--- config.mk ---
export PLATFORM = sky130hd
export DESIGN_NAME = cpu_top
export DESIGN_NICKNAME = d
export VERILOG_FILES = /design/src/logic/cpu_pkg.sv /design/src/logic/cpu_ctrl_if.sv /design/src/logic/control_unit.sv /design/src/logic/program_memory.sv /design/src/logic/datapath.sv /design/src/logic/cpu_top.sv
export SDC_FILE = /design/constraint.sdc
export NUM_CORES = 1
export LEC_CHECK = 0
export BUFFER_PORTS_ARGS = -buffer_cell sky130_fd_sc_hd__buf_2
export CORE_ASPECT_RATIO = 0.7
export CORE_MARGIN = 3
export CORE_UTILIZATION = 30
export DETAILED_ROUTE_END_ITERATION = 10
export GPL_TIMING_DRIVEN = 1
export HOLD_SLACK_MARGIN = 0.15
export MAX_ROUTING_LAYER = met4
export PLACE_DENSITY_LB_ADDON = 0.05
export SYNTH_ARGS = -nofsm -noshare
export SYNTH_HDL_FRONTEND = slang
export SYNTH_SLANG_ARGS = --single-unit
--- constraint.sdc ---
create_clock -name clk -period 4 [get_ports clk]
set_input_delay 0.4 -clock clk [delete_from_list [all_inputs] [get_ports clk]]
set_output_delay 0.4 -clock clk [all_outputs]
set_load 0.005 [all_outputs]
--- src/logic/cpu_pkg.sv ---
package cpu_pkg;

    // data path and bus width
    localparam int word_width = 8;
    // 16-word program memory
    localparam int addr_width = 4;
    localparam int mem_depth  = 16;

    // instruction opcodes, high nibble of a memory word
    // unlisted codes run as no-ops
    typedef enum logic [3:0] {
        lda = 4'd0,
        add = 4'd1,
        sub = 4'd2,
        sta = 4'd3,
        ldi = 4'd4,
        jmp = 4'd5,
        jc  = 4'd6,
        jz  = 4'd7,
        out = 4'd14,
        hlt = 4'd15
    } opcode_t;

    // five fixed steps per instruction
    typedef enum logic [2:0] {
        t0,
        t1,
        t2,
        t3,
        t4
    } step_t;

    // one memory byte, seen as an instruction or as plain data
    typedef union packed {
        struct packed {
            opcode_t                opcode;
            logic [addr_width-1:0] operand;
        } instr;
        logic [word_width-1:0] data;
    } mem_word_u;

endpackage

--- src/logic/cpu_ctrl_if.sv ---
`timescale 1ns/1ps

interface cpu_ctrl_if import cpu_pkg::*; ();

    // program counter
    logic pc_inc;
    logic pc_out;
    logic pc_load;
    // memory address register and memory
    logic mar_load;
    logic mem_out;
    logic mem_write;
    // instruction register
    logic ir_load;
    logic ir_operand_out;
    // accumulator and alu
    logic a_load;
    logic a_out;
    logic alu_sub;
    logic alu_out;
    // b and output registers
    logic b_load;
    logic out_load;

    // status back to the sequencer
    opcode_t opcode;
    logic    carry;
    logic    zero;

    modport control (
        output pc_inc, pc_out, pc_load, mar_load, mem_out, mem_write,
        output ir_load, ir_operand_out, a_load, a_out, alu_sub, alu_out,
        output b_load, out_load,
        input  opcode, carry, zero
    );

    // mem_write goes straight to memory, not through the datapath
    modport dp (
        input  pc_inc, pc_out, pc_load, mar_load, mem_out,
        input  ir_load, ir_operand_out, a_load, a_out, alu_sub, alu_out,
        input  b_load, out_load,
        output opcode, carry, zero
    );

endinterface

--- src/logic/control_unit.sv ---
`timescale 1ns/1ps

module control_unit import cpu_pkg::*; (
    input  logic clk,
    input  logic reset,
    input  logic run,
    output logic halted,
    output logic out_valid,
    cpu_ctrl_if.control ctrl
);

    step_t step;
    logic  active;
    logic  halt_now;
    logic  jump_taken;

    // sequencer only moves while running and not halted
    assign active   = run && !halted;
    assign halt_now = active && (step == t2) && (ctrl.opcode == hlt);

    // conditional jumps use the stored flags
    assign jump_taken = (ctrl.opcode == jmp) ||
                        ((ctrl.opcode == jc) && ctrl.carry) ||
                        ((ctrl.opcode == jz) && ctrl.zero);

    always_ff @(posedge clk) begin
        if (reset) begin
            step      <= t0;
            halted    <= 1'b0;
            out_valid <= 1'b0;
        end else begin
            // output reg loads at end of t2, so flag it during t3
            out_valid <= active && (step == t2) && (ctrl.opcode == out);
            if (halt_now) begin
                // step counter stays frozen at t2
                halted <= 1'b1;
            end else if (active) begin
                step <= (step == t4) ? t0 : step_t'(step + 3'd1);
            end
        end
    end

    // control word per step
    always_comb begin
        ctrl.pc_inc         = 1'b0;
        ctrl.pc_out         = 1'b0;
        ctrl.pc_load        = 1'b0;
        ctrl.mar_load       = 1'b0;
        ctrl.mem_out        = 1'b0;
        ctrl.mem_write      = 1'b0;
        ctrl.ir_load        = 1'b0;
        ctrl.ir_operand_out = 1'b0;
        ctrl.a_load         = 1'b0;
        ctrl.a_out          = 1'b0;
        ctrl.alu_sub        = 1'b0;
        ctrl.alu_out        = 1'b0;
        ctrl.b_load         = 1'b0;
        ctrl.out_load       = 1'b0;
        if (active) begin
            case (step)
                // fetch address
                t0: begin
                    ctrl.pc_out   = 1'b1;
                    ctrl.mar_load = 1'b1;
                end
                // fetch instruction, bump pc
                t1: begin
                    ctrl.mem_out = 1'b1;
                    ctrl.ir_load = 1'b1;
                    ctrl.pc_inc  = 1'b1;
                end
                t2: begin
                    case (ctrl.opcode)
                        // operand address into mar
                        lda, add, sub, sta: begin
                            ctrl.ir_operand_out = 1'b1;
                            ctrl.mar_load       = 1'b1;
                        end
                        // immediate nibble into a
                        ldi: begin
                            ctrl.ir_operand_out = 1'b1;
                            ctrl.a_load         = 1'b1;
                        end
                        jmp, jc, jz: begin
                            ctrl.ir_operand_out = jump_taken;
                            ctrl.pc_load        = jump_taken;
                        end
                        out: begin
                            ctrl.a_out    = 1'b1;
                            ctrl.out_load = 1'b1;
                        end
                        default: ;
                    endcase
                end
                t3: begin
                    case (ctrl.opcode)
                        lda: begin
                            ctrl.mem_out = 1'b1;
                            ctrl.a_load  = 1'b1;
                        end
                        // second operand into b
                        add, sub: begin
                            ctrl.mem_out = 1'b1;
                            ctrl.b_load  = 1'b1;
                        end
                        // accumulator goes out on mem_wdata
                        sta: ctrl.mem_write = 1'b1;
                        default: ;
                    endcase
                end
                t4: begin
                    // alu result back into a, flags latch here
                    if ((ctrl.opcode == add) || (ctrl.opcode == sub)) begin
                        ctrl.alu_out = 1'b1;
                        ctrl.a_load  = 1'b1;
                        ctrl.alu_sub = (ctrl.opcode == sub);
                    end
                end
                default: ;
            endcase
        end
    end

endmodule

--- src/logic/program_memory.sv ---
`timescale 1ns/1ps

module program_memory import cpu_pkg::*; (
    input  logic                  clk,
    input  logic                  reset,
    input  logic                  run,
    input  logic [addr_width-1:0] mem_addr,
    input  logic [word_width-1:0] mem_wdata,
    input  logic                  mem_write,
    input  logic                  load_req,
    input  logic [addr_width-1:0] load_addr,
    input  logic [word_width-1:0] load_data,
    output logic [word_width-1:0] mem_rdata,
    output logic                  load_ack
);

    logic [word_width-1:0] mem [mem_depth];
    logic                  load_fire;

    // cpu read is combinational
    assign mem_rdata = mem[mem_addr];

    // new request, not yet acked, loader only while stopped
    assign load_fire = load_req && !load_ack && !run;

    // STA write port, loader writes share the same array
    always_ff @(posedge clk) begin
        if (mem_write) begin
            mem[mem_addr] <= mem_wdata;
        end else if (load_fire) begin
            mem[load_addr] <= load_data;
        end
    end

    // four-phase ack, the ack flop is the whole loader state
    always_ff @(posedge clk) begin
        if (reset) begin
            load_ack <= 1'b0;
        end else if (run) begin
            // never ack while the cpu runs
            load_ack <= 1'b0;
        end else if (load_fire) begin
            load_ack <= 1'b1;
        end else if (!load_req) begin
            // host dropped req, release ack
            load_ack <= 1'b0;
        end
    end

endmodule

--- src/logic/datapath.sv ---
`timescale 1ns/1ps

module datapath import cpu_pkg::*; (
    input  logic                  clk,
    input  logic                  reset,
    input  logic [word_width-1:0] mem_rdata,
    output logic [addr_width-1:0] mem_addr,
    output logic [word_width-1:0] mem_wdata,
    output logic [word_width-1:0] out_value,
    output logic                  carry,
    output logic                  zero,
    cpu_ctrl_if.dp ctrl
);

    logic [addr_width-1:0] pc;
    logic [addr_width-1:0] mar;
    mem_word_u             ir;
    mem_word_u             bus;
    logic [word_width-1:0] a_reg;
    logic [word_width-1:0] b_reg;
    logic [word_width-1:0] out_reg;
    logic [word_width-1:0] b_operand;
    logic [word_width:0]   alu_sum;

    // alu, subtract as a + ~b + 1
    assign b_operand = ctrl.alu_sub ? ~b_reg : b_reg;
    assign alu_sum   = {1'b0, a_reg} + {1'b0, b_operand} + {{word_width{1'b0}}, ctrl.alu_sub};

    // one-hot bus mux in place of the tri-state bus
    // nibble sources are zero extended
    always_comb begin
        bus.data = ({word_width{ctrl.pc_out}} &
                    {{(word_width-addr_width){1'b0}}, pc})
                 | ({word_width{ctrl.mem_out}} & mem_rdata)
                 | ({word_width{ctrl.ir_operand_out}} &
                    {{(word_width-addr_width){1'b0}}, ir.instr.operand})
                 | ({word_width{ctrl.a_out}} & a_reg)
                 | ({word_width{ctrl.alu_out}} & alu_sum[word_width-1:0]);
    end

    // pc, jump load wins over increment
    always_ff @(posedge clk) begin
        if (reset) begin
            pc <= '0;
        end else if (ctrl.pc_load) begin
            pc <= bus.instr.operand;
        end else if (ctrl.pc_inc) begin
            pc <= pc + 1'b1;
        end
    end

    // mar and ir
    always_ff @(posedge clk) begin
        if (reset) begin
            mar     <= '0;
            ir.data <= '0;
        end else begin
            if (ctrl.mar_load) begin
                mar <= bus.instr.operand;
            end
            if (ctrl.ir_load) begin
                ir <= bus;
            end
        end
    end

    // accumulator, b and output registers take the raw byte
    always_ff @(posedge clk) begin
        if (reset) begin
            a_reg   <= '0;
            b_reg   <= '0;
            out_reg <= '0;
        end else begin
            if (ctrl.a_load) begin
                a_reg <= bus.data;
            end
            if (ctrl.b_load) begin
                b_reg <= bus.data;
            end
            if (ctrl.out_load) begin
                out_reg <= bus.data;
            end
        end
    end

    // flags only move when the alu drives the bus
    always_ff @(posedge clk) begin
        if (reset) begin
            carry <= 1'b0;
            zero  <= 1'b0;
        end else if (ctrl.alu_out) begin
            carry <= alu_sum[word_width];
            zero  <= (alu_sum[word_width-1:0] == '0);
        end
    end

    assign mem_addr  = mar;
    // STA stores the accumulator
    assign mem_wdata = a_reg;
    assign out_value = out_reg;

    // status back to control unit
    assign ctrl.opcode = ir.instr.opcode;
    assign ctrl.carry  = carry;
    assign ctrl.zero   = zero;

endmodule

--- src/logic/cpu_top.sv ---
`timescale 1ns/1ps

module cpu_top import cpu_pkg::*; (
    input  logic                  clk,
    input  logic                  reset,
    input  logic                  run,
    input  logic                  load_req,
    input  logic [addr_width-1:0] load_addr,
    input  logic [word_width-1:0] load_data,
    output logic                  load_ack,
    output logic [word_width-1:0] out_value,
    output logic                  out_valid,
    output logic                  halted,
    output logic                  carry,
    output logic                  zero
);

    // memory side of the datapath
    logic [addr_width-1:0] mem_addr;
    logic [word_width-1:0] mem_wdata;
    logic [word_width-1:0] mem_rdata;

    // control word and status between sequencer and datapath
    cpu_ctrl_if ctrl_bus ();

    control_unit u_control (
        .clk       (clk),
        .reset     (reset),
        .run       (run),
        .halted    (halted),
        .out_valid (out_valid),
        .ctrl      (ctrl_bus.control)
    );

    datapath u_datapath (
        .clk       (clk),
        .reset     (reset),
        .mem_rdata (mem_rdata),
        .mem_addr  (mem_addr),
        .mem_wdata (mem_wdata),
        .out_value (out_value),
        .carry     (carry),
        .zero      (zero),
        .ctrl      (ctrl_bus.dp)
    );

    // STA write strobe taken directly from the control word
    program_memory u_memory (
        .clk       (clk),
        .reset     (reset),
        .run       (run),
        .mem_addr  (mem_addr),
        .mem_wdata (mem_wdata),
        .mem_write (ctrl_bus.mem_write),
        .load_req  (load_req),
        .load_addr (load_addr),
        .load_data (load_data),
        .mem_rdata (mem_rdata),
        .load_ack  (load_ack)
    );

endmodule

### Word-level counts from Yosys, hierarchy flattened

Memory sizes are Yosys's and may differ from the RTL's. A register that Yosys moved wholly into a read port is not among the register bits.
Cells that the tools add are included.

| storage, ports and cells | value |
|---|---|
| logic and storage cells | 119 |
| input port bits | 16 |
| memory bits (writable) | 128 |
| register bits | 48 |
| output and inout bits | 13 |
| memories | 1 |

| cells by class | value |
|---|---|
| bitwise operators | 11 |
| reductions and logical operators | 26 |
| muxes and demuxes | 51 |
| equality and inequality tests | 14 |
| add/sub/neg operators | 4 |

Memories:

| memory | words | width | read ports | clocked after memory_dff | write ports | line | text |
|---|---|---|---|---|---|---|---|
| u_memory.mem | 16 | 8 | 1 | 1 | 1 | program_memory.sv:17 | `logic [word_width-1:0] mem [mem_depth];` |

Operators by type and width:

| kind | number |
|---|---|
| 1-bit 2-to-1 mux | 39 |
| 8-bit OR | 4 |
| 8-bit bitwise AND | 3 |
| 4-bit 2-to-1 mux | 5 |
| 8-bit by 4-bit bitwise AND with 8-bit output | 2 |
| 4-bit by 3-bit == test with 1-bit output, second input constant | 4 |
| 8-bit 2-to-1 mux | 2 |
| 8-bit by 8-bit adder with 9-bit output | 1 |
| 9-bit by 1-bit adder with 9-bit output | 1 |
| 4-bit by 2-bit == test with 1-bit output, second input constant | 2 |
| 4-bit == test, second input constant | 2 |
| 1-bit logical AND | 8 |
| 8-bit logical NOT | 1 |
| 8-bit NOT | 1 |
| 8-bit OR reduction | 1 |
| 3-bit by 2-bit == test with 1-bit output, second input constant | 2 |
| 1-bit one-hot mux with 2 select lines | 3 |
| 3-bit OR reduction | 2 |
| 5-bit OR reduction | 1 |
| 4-bit by 1-bit adder with 4-bit output, second input constant | 1 |
| 4-bit by 1-bit == test with 1-bit output, second input constant | 1 |
| 4-bit logical NOT | 1 |
| 2-bit OR reduction | 2 |
| 4-bit OR reduction | 1 |
| 12 further kinds | 16 |

### Longest topological paths before layout

Gate-level depths: netlist of the first run.

| logic depth | value |
|---|---|
| word-level depth | 13 |
| gate-level depth with buffers | 13 |
| mapped depth without buffers | 11 |

### By module

Synthesis of the first run repeated with hierarchy kept, for this count alone.

| unflattened totals | value |
|---|---|
| cell total of the unflattened synthesis | 598 |
| area, all modules | 7848.8 um^2 |

By module, submodules not included:

| module | cells each | area each (um^2) | sequential area each (um^2) | times used |
|---|---|---|---|---|
| program_memory | 291 | 5243.8 | 3863.7 | 1 |
| datapath | 234 | 2059.5 | 840.8 | 1 |
| control_unit | 73 | 545.5 | 100.1 | 1 |

### Least setup slack after synthesis of the first run

No wires, ideal clock.

| path | value |
|---|---|
| path type | reg2reg |
| start point | register u_control.step[0] |
| end point | register u_datapath.ir[6] in the netlist's numbering |
| arrival time | 3.147 ns |
| data required time | 3.861 ns |
| library setup time | 0.139 ns |
| cell stages (with the launch flop) | 14 |
| buffers on the path | 2 |
| setup slack | 0.714 ns |
| clock period less this slack | 3.286 ns |
| path through | dfxtp_1 -> inv_1 -> ha_1 -> buf_2 -> nor4bb_1 -> clkbuf_1 -> nand2_1 -> xnor2_1 -> fa_1 -> a211o_1 -> a2111o_1 -> o211a_1 -> a21boi_1 -> a311oi_1 |

| between the ends | value |
|---|---|
| longest elaborated chain between the ends | 8 |
| elaborated cells on any way between the ends | 31 |
| classes of those cells | 2 x add/sub; 4 x eq/ne; 15 x mux; 9 x bitwise; 1 x reduce/logical |

Ends and longest elaborated chain:

| what | line | text |
|---|---|---|
| start, declared | control_unit.sv:12 | `step_t step;` |
| start signal, assigned | control_unit.sv:28 | `step <= t0;` |
| start signal, assigned | control_unit.sv:38 | `step <= (step == t4) ? t0 : step_t'(step + 3'd1);` |
| 3-bit == test, or another cell as far along | control_unit.sv:60 | `case (step)` |
| 1-bit 2-to-1 mux / 1-bit one-hot mux with 2 select lines (equally long branches) | control_unit.sv:60 |  |
| 1-bit 2-to-1 mux | control_unit.sv:59 | `if (active) begin` |
| 8-bit 2-to-1 mux, or another cell as far along | datapath.sv:26 | `assign b_operand = ctrl.alu_sub ? ~b_reg : b_reg;` |
| 8-bit by 8-bit adder with 9-bit output / 8-bit OR (equally long branches) | datapath.sv:27, datapath.sv:34 |  |
| 9-bit by 1-bit adder with 9-bit output / 8-bit OR (equally long branches) | datapath.sv:27, datapath.sv:35 |  |
| 8-bit bitwise AND / 8-bit OR (equally long branches) | datapath.sv:38, datapath.sv:37 |  |
| 8-bit OR | datapath.sv:38 | `\| ({word_width{ctrl.alu_out}} & alu_sum[word_width-1:0]);` |
| end signal, assigned | datapath.sv:62 | `ir <= bus;` |
| end, declared | datapath.sv:17 | `mem_word_u ir;` |

Several ways; a longest one is shown, not always the timed one.
A chain may end at the register's enable or synchronous reset.

### Worst setup path after layout of the first run

| path | value |
|---|---|
| start point | register u_control.step[0] |
| end point | register u_datapath.b_reg[5] |

| between the ends | value |
|---|---|
| longest elaborated chain between the ends | 8 |
| elaborated cells on any way between the ends | 31 |
| classes of those cells | 2 x add/sub; 4 x eq/ne; 15 x mux; 9 x bitwise; 1 x reduce/logical |

Ends and longest elaborated chain:

| what | line | text |
|---|---|---|
| 3-bit == test, or another cell as far along | control_unit.sv:60 |  |
| 1-bit 2-to-1 mux / 1-bit one-hot mux with 2 select lines (equally long branches) | control_unit.sv:60 |  |
| 1-bit 2-to-1 mux | control_unit.sv:59 |  |
| 8-bit 2-to-1 mux, or another cell as far along | datapath.sv:26 |  |
| 8-bit by 8-bit adder with 9-bit output / 8-bit OR (equally long branches) | datapath.sv:27, datapath.sv:34 |  |
| 9-bit by 1-bit adder with 9-bit output / 8-bit OR (equally long branches) | datapath.sv:27, datapath.sv:35 |  |
| 8-bit bitwise AND / 8-bit OR (equally long branches) | datapath.sv:38, datapath.sv:37 |  |
| 8-bit OR | datapath.sv:38 |  |
| end signal, assigned | datapath.sv:78 | `b_reg <= bus.data;` |
| end, declared | datapath.sv:20 | `logic [word_width-1:0] b_reg;` |

Several ways; a longest one is shown, not always the timed one.

==> reports/qor.json, run 1 <==
{
  "timing.final.crit_share": {"value": 89.8, "unit": "%"},
  "fraction_of_layout_cells_with_a_size_suffix_above_1": {"value": 22.3, "unit": "%"},
  "floorplan.initialDensity": {"value": 30.9, "unit": "%"},
  "post_synth_inst_count": {"value": 561},
  "number_of_cells_on_the_worst_hold_path": {"value": 3},
  "finalWeightedCongestion": {"value": 0.829},
  "initialDrtViolationCount": {"value": 402},
  "crit-reg2reg-launch": {"value": "u_control.step[0]$_SDFFE_PP0P_"},
  "placement.io_buffers": {"value": 28},
  "cts_hold_buffers": {"value": 0},
  "dr.pass1.iters": {"value": 5},
  "wire_length_of_the_first_global_routing_pass": {"value": 33200, "unit": "um"},
  "post-route-min-period": {"value": 3.59, "unit": "ns"},
  "synth_common_cells": {"value": "128 x sky130_fd_sc_hd__edfxtp_1, 74 x sky130_fd_sc_hd__nor2_1, 52 x sky130_fd_sc_hd__dfxtp_1, 39 x sky130_fd_sc_hd__a211oi_1, 29 x sky130_fd_sc_hd__mux4_2"},
  "crit_path_end_kind": {"value": "flip-flop"},
  "cts-resized-gates": {"value": 0},
  "fp.dieArea": {"value": 28900, "unit": "sq um"},
  "mappedNetlistNets": {"value": 592},
  "report.final.slew_viol_count": {"value": 0},
  "utilization": {"value": 35.5, "unit": "%"},
  "global_route.usage.met1": {"value": 25.7, "unit": "%"},
  "floorplan.core_area": {"value": 26100, "unit": "sq um"},
  "fin_setup_tns": {"value": 0, "unit": "ns"},
  "cts_root_buf": {"value": "sky130_fd_sc_hd__clkbuf_16"},
  "groute.layer.met2.usage": {"value": 21.1, "unit": "%"},
  "n_antenna_cell": {"value": 0},
  "grt_setup_unrepaired": {"value": "no"},
  "cts_tree": {"value": "built"},
  "grt_most_used_layer": {"value": "met1"},
  "initial_antenna_violation_count": {"value": 0},
  "die-width": {"value": 202, "unit": "um"},
  "grt_start_max_net_pins": {"value": 50},
  "antenna_left": {"value": 0},
  "worst_hold_startpoint": {"value": "load_req"},
  "numPlacedInstances": {"value": 949},
  "clockBufferDepth": {"value": 2},
  "max_freq": {"value": 278, "unit": "MHz"},
  "syn_avg_cell_area": {"value": 14.4, "unit": "sq um"},
  "first_global_vias": {"value": 4990},
  "hold_end": {"value": "u_memory.load_ack$_SDFFE_PP0P_"},
  "pin_count": {"value": 29},
  "yosys_warnings": {"value": 0},
  "fin_nets": {"value": 642},
  "worstPathArrival": {"value": 3.86, "unit": "ns"},
  "overflow_left_after_global_routing": {"value": 0},
  "synth_top_cells_by_area": {"value": "sky130_fd_sc_hd__edfxtp_1 48%, sky130_fd_sc_hd__dfxtp_1 13%, sky130_fd_sc_hd__mux4_2 8.1%"},
  "dominant_cell_type_by_area_after_synthesis": {"value": "sky130_fd_sc_hd__edfxtp_1"},
  "postLayoutSetupSlackWorst": {"value": 0.408, "unit": "ns"},
  "hold_crit_path_type": {"value": "primary input to flip-flop"},
  "worst_skew_pair.late_latency": {"value": 0.43, "unit": "ns"},
  "ctsHtreeMaxLevel": {"value": 4},
  "synthFlopType": {"value": "sky130_fd_sc_hd__edfxtp_1"},
  "filler_cell_count": {"value": 2549},
  "outcome": {"value": "completed"},
  "post-synth-top-count-cell": {"value": "sky130_fd_sc_hd__edfxtp_1"},
  "final-hold-violation-count": {"value": 0},
  "ys_ff_latch": {"value": 180},
  "setup_fix_buffers_added_after_clock_tree_synthesis": {"value": 0},
  "largest_reg_flops": {"value": 128},
  "tightestPinTransition": {"value": 0.982, "unit": "ns"},
  "synth.yosys.seq_area_share": {"value": 60.6, "unit": "%"},
  "pwr_density_cell": {"value": 421, "unit": "nW/um^2"},
  "dr_total_vias": {"value": 5039},
  "area.growth.synth_to_final": {"value": 14.8, "unit": "%"},
  "design_power_total": {"value": 3.90, "unit": "mW"},
  "leakage": {"value": 3.12, "unit": "nW"},
  "pre_cts_slack": {"value": 0.436, "unit": "ns"},
  "worst-r2r-cell-count": {"value": 11},
  "numCtsBuffers": {"value": 17},
  "setup_violating_endpoint_count_in_the_final_report": {"value": 0},
  "cts_sinks": {"value": 180},
  "synth_area": {"value": 8050, "unit": "sq um"},
  "track_usage": {"value": 16.4, "unit": "%"},
  "place_hpwl": {"value": 16300, "unit": "um"},
  "num_rows": {"value": 49},
  "crit-reg2reg-capture": {"value": "u_datapath.b_reg[5]$_SDFFE_PP0P_"},
  "start_kind": {"value": "flip-flop"},
  "synth_edf_count": {"value": 128},
  "crit_path_start": {"value": "u_control.step[0]$_SDFFE_PP0P_"},
  "worst-setup-path-type": {"value": "flip-flop to flip-flop"},
  "path_clk_slew": {"value": 0.07, "unit": "ns"},
  "wl_per_cell": {"value": 22.6, "unit": "um"},
  "vdd_ir_drop_max": {"value": 285, "unit": "uV"},
  "relSlewSlack": {"value": 34.6, "unit": "%"},
  "grt.met3_usage": {"value": 3.99, "unit": "%"},
  "async_flop_share": {"value": 0, "unit": "%"},
  "reg2reg_slack": {"value": 0.41, "unit": "ns"},
  "die_y": {"value": 143, "unit": "um"},
  "wirelength": {"value": 22200, "unit": "um"},
  "avgViaCountPerCell": {"value": 5.14},
  "worstPathMaxFanout": {"value": 7},
  "number_of_violations_of_the_max_capacitance_limit": {"value": 0},
  "drc": {"value": 0},
  "non_filler_instance_count_after_layout": {"value": 981},
  "synth.top_cell.area_share": {"value": 47.7, "unit": "%"},
  "ys_types": {"value": 63},
  "top_register": {"value": "u_memory.mem"},
  "skew": {"value": 0.0114, "unit": "ns"},
  "critPathRequiredTime": {"value": 4.27, "unit": "ns"}
}
-- cell usage in the layout, fill, tap and decap left out, types with 12 or more instances in the layout --
cell	count
sky130_fd_sc_hd__dfxtp_1	51
sky130_fd_sc_hd__edfxtp_1	128
sky130_fd_sc_hd__inv_1	12
sky130_fd_sc_hd__ha_1	14
sky130_fd_sc_hd__a211oi_1	39
sky130_fd_sc_hd__buf_4	35
sky130_fd_sc_hd__buf_2	28
sky130_fd_sc_hd__mux4_2	29
sky130_fd_sc_hd__clkbuf_16	17
sky130_fd_sc_hd__nor2_1	73
sky130_fd_sc_hd__nand2_1	20
-- worst max-delay path by stage --
| stage | end | slack (ns) | cells after the start |
|---|---|---|---|
| finish | u_datapath.b_reg[5]$_SDFFE_PP0P_ | 0.41 | 11 |
| global route | u_datapath.ir[5]$_SDFFE_PP0P_ | 0.004 | 11 |
| CTS | u_datapath.b_reg[5]$_SDFFE_PP0P_ | 0.42 | 11 |
| detailed placement | u_datapath.b_reg[5]$_SDFFE_PP0P_ | 0.44 | 11 |
| global placement | u_datapath.ir[6]$_SDFFE_PP0P_ | 0.53 | 11 |
| floorplan | u_datapath.ir[6]$_SDFFE_PP0P_ | 0.71 | 13 |
-- stage by stage --
stage	hold slack [ns]	cell area [sq um]
floorplan	0.462	8050
global placement	0.480	8710
detailed placement	0.492	8710
CTS	0.230	9250
global route	0.246	9250
finish	0.255	9250
-- final cells by class --
type                            count  area (sq um)  area share [%]
Clock buffer                       17           425            4.60
Clock inverter                     15           113            1.22
Inverter                           12          45.0           0.487
Multi-Input combinational cell    337          2930            31.7
Sequential cell                   180          4890            52.8
Tap cell                          357           447            4.83
Timing Repair Buffer               63           403            4.36
-- metal layers --
metal | routed length, um | vias to the layer above | part of all wire [%]
met5 | 0 | - | 0
met4 | 161 | 0 | 0.73
met3 | 1000 | 12 | 4.5
met2 | 8820 | 101 | 40
met1 | 12200 | 2604 | 55
li1 | - | 2322 | -
-- kinds of logic (layout without fill, tap and decap cells) --
family / count (synthesis) / count (layout) / share of synthesized area [%]
adder cells (fa/ha/maj): 15 / 15 / 2.42
multiplexers: 53 / 53 / 13.3
flip-flops: 180 / 180 / 60.6
AND/OR/NAND/NOR: 149 / 149 / 8.90
buffers and inverters: 44 / 107 / 3.23
AO/OA/AOI/OAI: 108 / 108 / 10.2
XOR/XNOR: 12 / 12 / 1.31
-- power breakdown --
group	switching [mW]	internal [mW]
combinational	0.158	0.130
clock	0.708	0.847
sequential	0.0341	2.02
total	0.900	3.00
-- critical path, cell delays in order (launching register included) --
cell                       delay, ns
sky130_fd_sc_hd__dfxtp_1        0.36
sky130_fd_sc_hd__inv_1          0.12
sky130_fd_sc_hd__ha_1           0.22
sky130_fd_sc_hd__nor4bb_1       0.37
sky130_fd_sc_hd__nand2_1        0.36
sky130_fd_sc_hd__xnor2_1        0.34
sky130_fd_sc_hd__ha_1           0.29
sky130_fd_sc_hd__and3_1         0.22
sky130_fd_sc_hd__a32oi_1        0.35
sky130_fd_sc_hd__nand4_1        0.17
sky130_fd_sc_hd__a32oi_1        0.46
sky130_fd_sc_hd__a311oi_1       0.16
Power figures use the tool's default switching activity.
==> inputs of run 2 (changes only) <==
--- a/config.mk
+++ b/config.mk
@@ -5,13 +5,14 @@
 export SDC_FILE = /design/constraint.sdc
 export NUM_CORES = 1
 export LEC_CHECK = 0
+export ABC_AREA = 1
 export BUFFER_PORTS_ARGS = -buffer_cell sky130_fd_sc_hd__buf_2
 export CORE_ASPECT_RATIO = 0.7
 export CORE_MARGIN = 3
 export CORE_UTILIZATION = 30
 export DETAILED_ROUTE_END_ITERATION = 10
 export GPL_TIMING_DRIVEN = 1
-export HOLD_SLACK_MARGIN = 0.15
+export HOLD_SLACK_MARGIN = 0.03
 export MAX_ROUTING_LAYER = met4
 export PLACE_DENSITY_LB_ADDON = 0.05
 export SYNTH_ARGS = -nofsm -noshare
==> constraint.sdc (replaced) <==
create_clock -name clk -period 4 [get_ports clk]
set_input_delay 0.4 -clock clk [delete_from_list [all_inputs] [get_ports clk]]
set_output_delay 0.4 -clock clk [all_outputs]
set_load 0.01 [all_outputs]
==> reports/qor.json, run 2 <==
{
  "die_y": {"value": 146, "unit": "um", "change": "was 143 um"},
  "async_flop_share": {"value": 0, "unit": "%", "change": "unchanged"},
  "cts_root_buf": {"value": "sky130_fd_sc_hd__clkbuf_16", "change": "unchanged"},
  "crit-reg2reg-capture": {"value": "u_memory.mem[1][6]$_DFFE_PP_", "change": "was u_datapath.b_reg[5]$_SDFFE_PP0P_"},
  "tightestPinTransition": {"value": 0.847, "unit": "ns", "change": "was 0.982 ns"},
  "worst_hold_startpoint": {"value": "run", "change": "was load_req"},
  "seq_power_share": {"value": 50.5, "unit": "%", "change": "was 52.7%"},
  "pre_cts_slack": {"value": 1.02, "unit": "ns", "change": "was 0.436 ns"},
  "clockBufferDepth": {"value": 2, "change": "unchanged"},
  "worst-setup-path-type": {"value": "flip-flop to flip-flop", "change": "unchanged"},
  "numCtsBuffers": {"value": 17, "change": "unchanged"},
  "leakage": {"value": 3.92, "unit": "nW", "change": "was 3.12 nW"},
  "overflow_left_after_global_routing": {"value": 0, "change": "unchanged"},
  "crit_path_end_kind": {"value": "flip-flop", "change": "unchanged"},
  "wl_per_cell": {"value": 19.6, "unit": "um", "change": "was 22.6 um"},
  "die-width": {"value": 207, "unit": "um", "change": "was 202 um"},
  "dr_total_vias": {"value": 6225, "change": "was 5,039"},
  "cts_sinks": {"value": 180, "change": "unchanged"},
  "synth.top_cell.area_share": {"value": 45.5, "unit": "%", "change": "was 47.7%"},
  "comb_power_share": {"value": 10.5, "unit": "%", "change": "was 7.4%"},
  "drc": {"value": 0, "change": "unchanged"},
  "initial_antenna_violation_count": {"value": 0, "change": "unchanged"},
  "pwr_density_cell": {"value": 427, "unit": "nW/um^2", "change": "was 421 nW/um^2"},
  "wirelength": {"value": 25700, "unit": "um", "change": "was 22,200 um"},
  "crit-reg2reg-launch": {"value": "u_control.step[0]$_SDFFE_PP0P_", "change": "unchanged"},
  "final-hold-violation-count": {"value": 0, "change": "unchanged"},
  "report.final.slew_viol_count": {"value": 0, "change": "unchanged"},
  "path_clk_slew": {"value": 0.06, "unit": "ns", "change": "was 0.07 ns"},
  "worstPathArrival": {"value": 3.01, "unit": "ns", "change": "was 3.86 ns"},
  "p_sw_share": {"value": 25.6, "unit": "%", "change": "was 23.1%"},
  "setup_fix_buffers_added_after_clock_tree_synthesis": {"value": 0, "change": "unchanged"},
  "yosys_warnings": {"value": 0, "change": "unchanged"},
  "power_switching": {"value": 1.05, "unit": "mW", "change": "was 900 uW"},
  "post-route-min-period": {"value": 2.96, "unit": "ns", "change": "was 3.59 ns"},
  "floorplan.initialDensity": {"value": 31.0, "unit": "%", "change": "was 30.9%"},
  "setup_violating_endpoint_count_in_the_final_report": {"value": 0, "change": "unchanged"},
  "dominant_cell_type_by_area_after_synthesis": {"value": "sky130_fd_sc_hd__edfxtp_1", "change": "unchanged"},
  "synth_top_cells_by_area": {"value": "sky130_fd_sc_hd__edfxtp_1 46%, sky130_fd_sc_hd__dfxtp_1 12%, sky130_fd_sc_hd__nand2_1 8.4%", "change": "was sky130_fd_sc_hd__edfxtp_1 48%, sky130_fd_sc_hd__dfxtp_1 13%, sky130_fd_sc_hd__mux4_2 8.1%"},
  "dr.pass1.iters": {"value": 5, "change": "unchanged"},
  "worst_skew_pair.late_latency": {"value": 0.44, "unit": "ns", "change": "was 0.43 ns"},
  "design_power_total": {"value": 4.09, "unit": "mW", "change": "was 3.90 mW"},
  "number_of_cells_on_the_worst_hold_path": {"value": 2, "change": "was 3"},
  "synth.yosys.seq_area_share": {"value": 57.8, "unit": "%", "change": "was 60.6%"},
  "synth_edf_count": {"value": 128, "change": "unchanged"},
  "n_antenna_cell": {"value": 0, "change": "unchanged"},
  "synthFlopType": {"value": "sky130_fd_sc_hd__edfxtp_1", "change": "unchanged"},
  "fin_area": {"value": 9570, "unit": "sq um", "change": "was 9250 sq um"},
  "fraction_of_layout_cells_with_a_size_suffix_above_1": {"value": 12.5, "unit": "%", "change": "was 22.3%"},
  "hold_crit_path_type": {"value": "primary input to flip-flop", "change": "unchanged"},
  "fp.dieArea": {"value": 30200, "unit": "sq um", "change": "was 28,900 sq um"},
  "fin_nets": {"value": 964, "change": "was 642"},
  "mappedNetlistNets": {"value": 933, "change": "was 592"},
  "floorplan.core_area": {"value": 27200, "unit": "sq um", "change": "was 26,100 sq um"},
  "avgViaCountPerCell": {"value": 4.75, "change": "was 5.14"},
  "cts_hold_buffers": {"value": 0, "change": "unchanged"},
  "post-synth-top-count-cell": {"value": "sky130_fd_sc_hd__nand2_1", "change": "was sky130_fd_sc_hd__edfxtp_1"},
  "grt_setup_unrepaired": {"value": "no", "change": "unchanged"},
  "cts_tree": {"value": "built", "change": "unchanged"},
  "p_clk_share": {"value": 39.0, "unit": "%", "change": "was 39.9%"},
  "syn_avg_cell_area": {"value": 9.36, "unit": "sq um", "change": "was 14.4 sq um"},
  "placedInstanceArea": {"value": 9020, "unit": "sq um", "change": "was 8710 sq um"},
  "start_kind": {"value": "flip-flop", "change": "unchanged"},
  "first_global_vias": {"value": 5951, "change": "was 4,990"},
  "worstPathMaxFanout": {"value": 8, "change": "was 7"},
  "layout_commonest_cell": {"value": "sky130_fd_sc_hd__nand2_1", "change": "was sky130_fd_sc_hd__edfxtp_1"},
  "placement.io_buffers": {"value": 28, "change": "unchanged"},
  "postLayoutSetupSlackWorst": {"value": 1.04, "unit": "ns", "change": "was 0.408 ns"},
  "place_hpwl": {"value": 18000, "unit": "um", "change": "was 16,300 um"},
  "post_synth_inst_count": {"value": 902, "change": "was 561"},
  "cts-resized-gates": {"value": 0, "change": "unchanged"},
  "grt_start_max_net_pins": {"value": 65, "change": "was 50"},
  "timing.final.crit_share": {"value": 73.9, "unit": "%", "change": "was 89.8%"},
  "worst-r2r-cell-count": {"value": 6, "change": "was 11"},
  "outcome": {"value": "completed", "change": "unchanged"},
  "area.growth.synth_to_final": {"value": 13.3, "unit": "%", "change": "was 14.8%"},
  "pin_count": {"value": 29, "change": "unchanged"},
  "reg2reg_slack": {"value": 1.04, "unit": "ns", "change": "was 0.41 ns"},
  "ys_types": {"value": 44, "change": "was 63"},
  "skew": {"value": 0.0125, "unit": "ns", "change": "was 0.0114 ns"},
  "layout.cells.most_common_list": {"value": "188 x sky130_fd_sc_hd__nand2_1, 132 x sky130_fd_sc_hd__nand3_1, 128 x sky130_fd_sc_hd__edfxtp_1", "change": "was 128 x sky130_fd_sc_hd__edfxtp_1, 73 x sky130_fd_sc_hd__nor2_1, 51 x sky130_fd_sc_hd__dfxtp_1"},
  "cp-endpoint": {"value": "u_memory.mem[1][6]$_DFFE_PP_", "change": "was u_datapath.b_reg[5]$_SDFFE_PP0P_"},
  "internal_power": {"value": 3.04, "unit": "mW", "change": "was 3.00 mW"},
  "initialDrtViolationCount": {"value": 603, "change": "was 402"},
  "finalWeightedCongestion": {"value": 0.832, "change": "was 0.829"},
  "relSlewSlack": {"value": 43.3, "unit": "%", "change": "was 34.6%"},
  "num_rows": {"value": 50, "change": "was 49"},
  "synth_area": {"value": 8440, "unit": "sq um", "change": "was 8050 sq um"},
  "synth_common_cells": {"value": "188 x sky130_fd_sc_hd__nand2_1, 132 x sky130_fd_sc_hd__nand3_1, 128 x sky130_fd_sc_hd__edfxtp_1, 103 x sky130_fd_sc_hd__inv_1", "change": "was 128 x sky130_fd_sc_hd__edfxtp_1, 74 x sky130_fd_sc_hd__nor2_1, 52 x sky130_fd_sc_hd__dfxtp_1, 39 x sky130_fd_sc_hd__a211oi_1, 29 x sky130_fd_sc_hd__mux4_2"},
  "largest_reg_flops": {"value": 128, "change": "unchanged"},
  "ys_ff_latch": {"value": 180, "change": "unchanged"},
  "track_usage": {"value": 18.0, "unit": "%", "change": "was 16.4%"},
  "fin_worst_hold_slack": {"value": 0.202, "unit": "ns", "change": "was 0.255 ns"},
  "ctsHtreeMaxLevel": {"value": 4, "change": "unchanged"},
  "top_register": {"value": "u_memory.mem", "change": "unchanged"},
  "wire_length_of_the_first_global_routing_pass": {"value": 39000, "unit": "um", "change": "was 33,200 um"},
  "critPathRequiredTime": {"value": 4.05, "unit": "ns", "change": "was 4.27 ns"},
  "antenna_left": {"value": 0, "change": "unchanged"},
  "number_of_violations_of_the_max_capacitance_limit": {"value": 0, "change": "unchanged"},
  "fin_setup_tns": {"value": 0, "unit": "ns", "change": "unchanged"},
  "crit_path_start": {"value": "u_control.step[0]$_SDFFE_PP0P_", "change": "unchanged"},
  "vdd_ir_drop_max": {"value": 262, "unit": "uV", "change": "was 285 uV"},
  "max_freq": {"value": 338, "unit": "MHz", "change": "was 278 MHz"}
}
run 2: power groups by stage:
stage / logic (mW) / registers [mW] / clock network, mW
2_1_floorplan: 0.287 / 2.09 / 0
3_3_place_gp: 0.439 / 2.11 / 0
3_5_place_dp: 0.432 / 2.11 / 0
4_1_cts: 0.434 / 2.07 / 1.64
5_1_grt: 0.481 / 2.07 / 1.70
6_report: 0.430 / 2.07 / 1.59
run 2: worst min path at each step:
stage | endpoint | slack (ns)
2_1_floorplan | u_datapath.ir[2]$_SDFFE_PP0P_ | 0.46
3_3_place_gp | u_datapath.out_value[5]$_SDFFE_PP0P_ | 0.47
3_5_place_dp | u_datapath.out_value[5]$_SDFFE_PP0P_ | 0.48
4_1_cts | u_memory.load_ack$_SDFFE_PP0P_ | 0.18
5_1_grt | u_memory.load_ack$_SDFFE_PP0P_ | 0.19
6_report | u_memory.load_ack$_SDFFE_PP0P_ | 0.20
run 2: worst max-delay path, stage by stage (launching register included):
cell and delay, ns:
sky130_fd_sc_hd__dfxtp_1 0.38, sky130_fd_sc_hd__ha_1 0.19, sky130_fd_sc_hd__ha_1 0.20, sky130_fd_sc_hd__nand2_1 0.09, sky130_fd_sc_hd__o31ai_1 0.55, sky130_fd_sc_hd__nand3_1 0.42, sky130_fd_sc_hd__nor2_1 0.74
run 2: layer usage:
layer | global-route usage (%) | vias to the layer above | part of all wire [%]
li1 | - | 3098 | -
met5 | - | - | 0
met3 | 3.92 | 13 | 4.8
met2 | 21.4 | 110 | 37
met4 | 4.07 | 0 | 0.74
met1 | 29.9 | 3004 | 57
run 2: through the flow:
| step | util (%) | std cells |
|---|---|---|
| after floorplan | - | 902 |
| final | 35.2 | 1310 |
| after global placement | 33.2 | 1278 |
| after detailed placement | 33.2 | 1278 |
| after CTS | 35.2 | 1310 |
| after global routing | 35.2 | 1310 |
run 2: layout make-up:
type,count,area [sq um]
clock inverters,4,22.5
fillers,2839,17600
repair buffers,45,268
flip-flops and latches,180,4890
multi-input cells,574,2980
clock buffers,28,522
well taps,364,455
inverters,115,433
run 2: cells by family (layout without fill, tap and decap cells):
| kind of cell | count (synthesis) | count (layout) | share of synthesized area, % |
|---|---|---|---|
| fa+ha+maj | 15 | 15 | 2.31 |
| simple gates | 423 | 423 | 23.0 |
| compound gates | 127 | 127 | 9.11 |
| xor+xnor | 9 | 9 | 0.934 |
| buf+inv | 148 | 192 | 6.83 |
| flops | 180 | 180 | 57.8 |
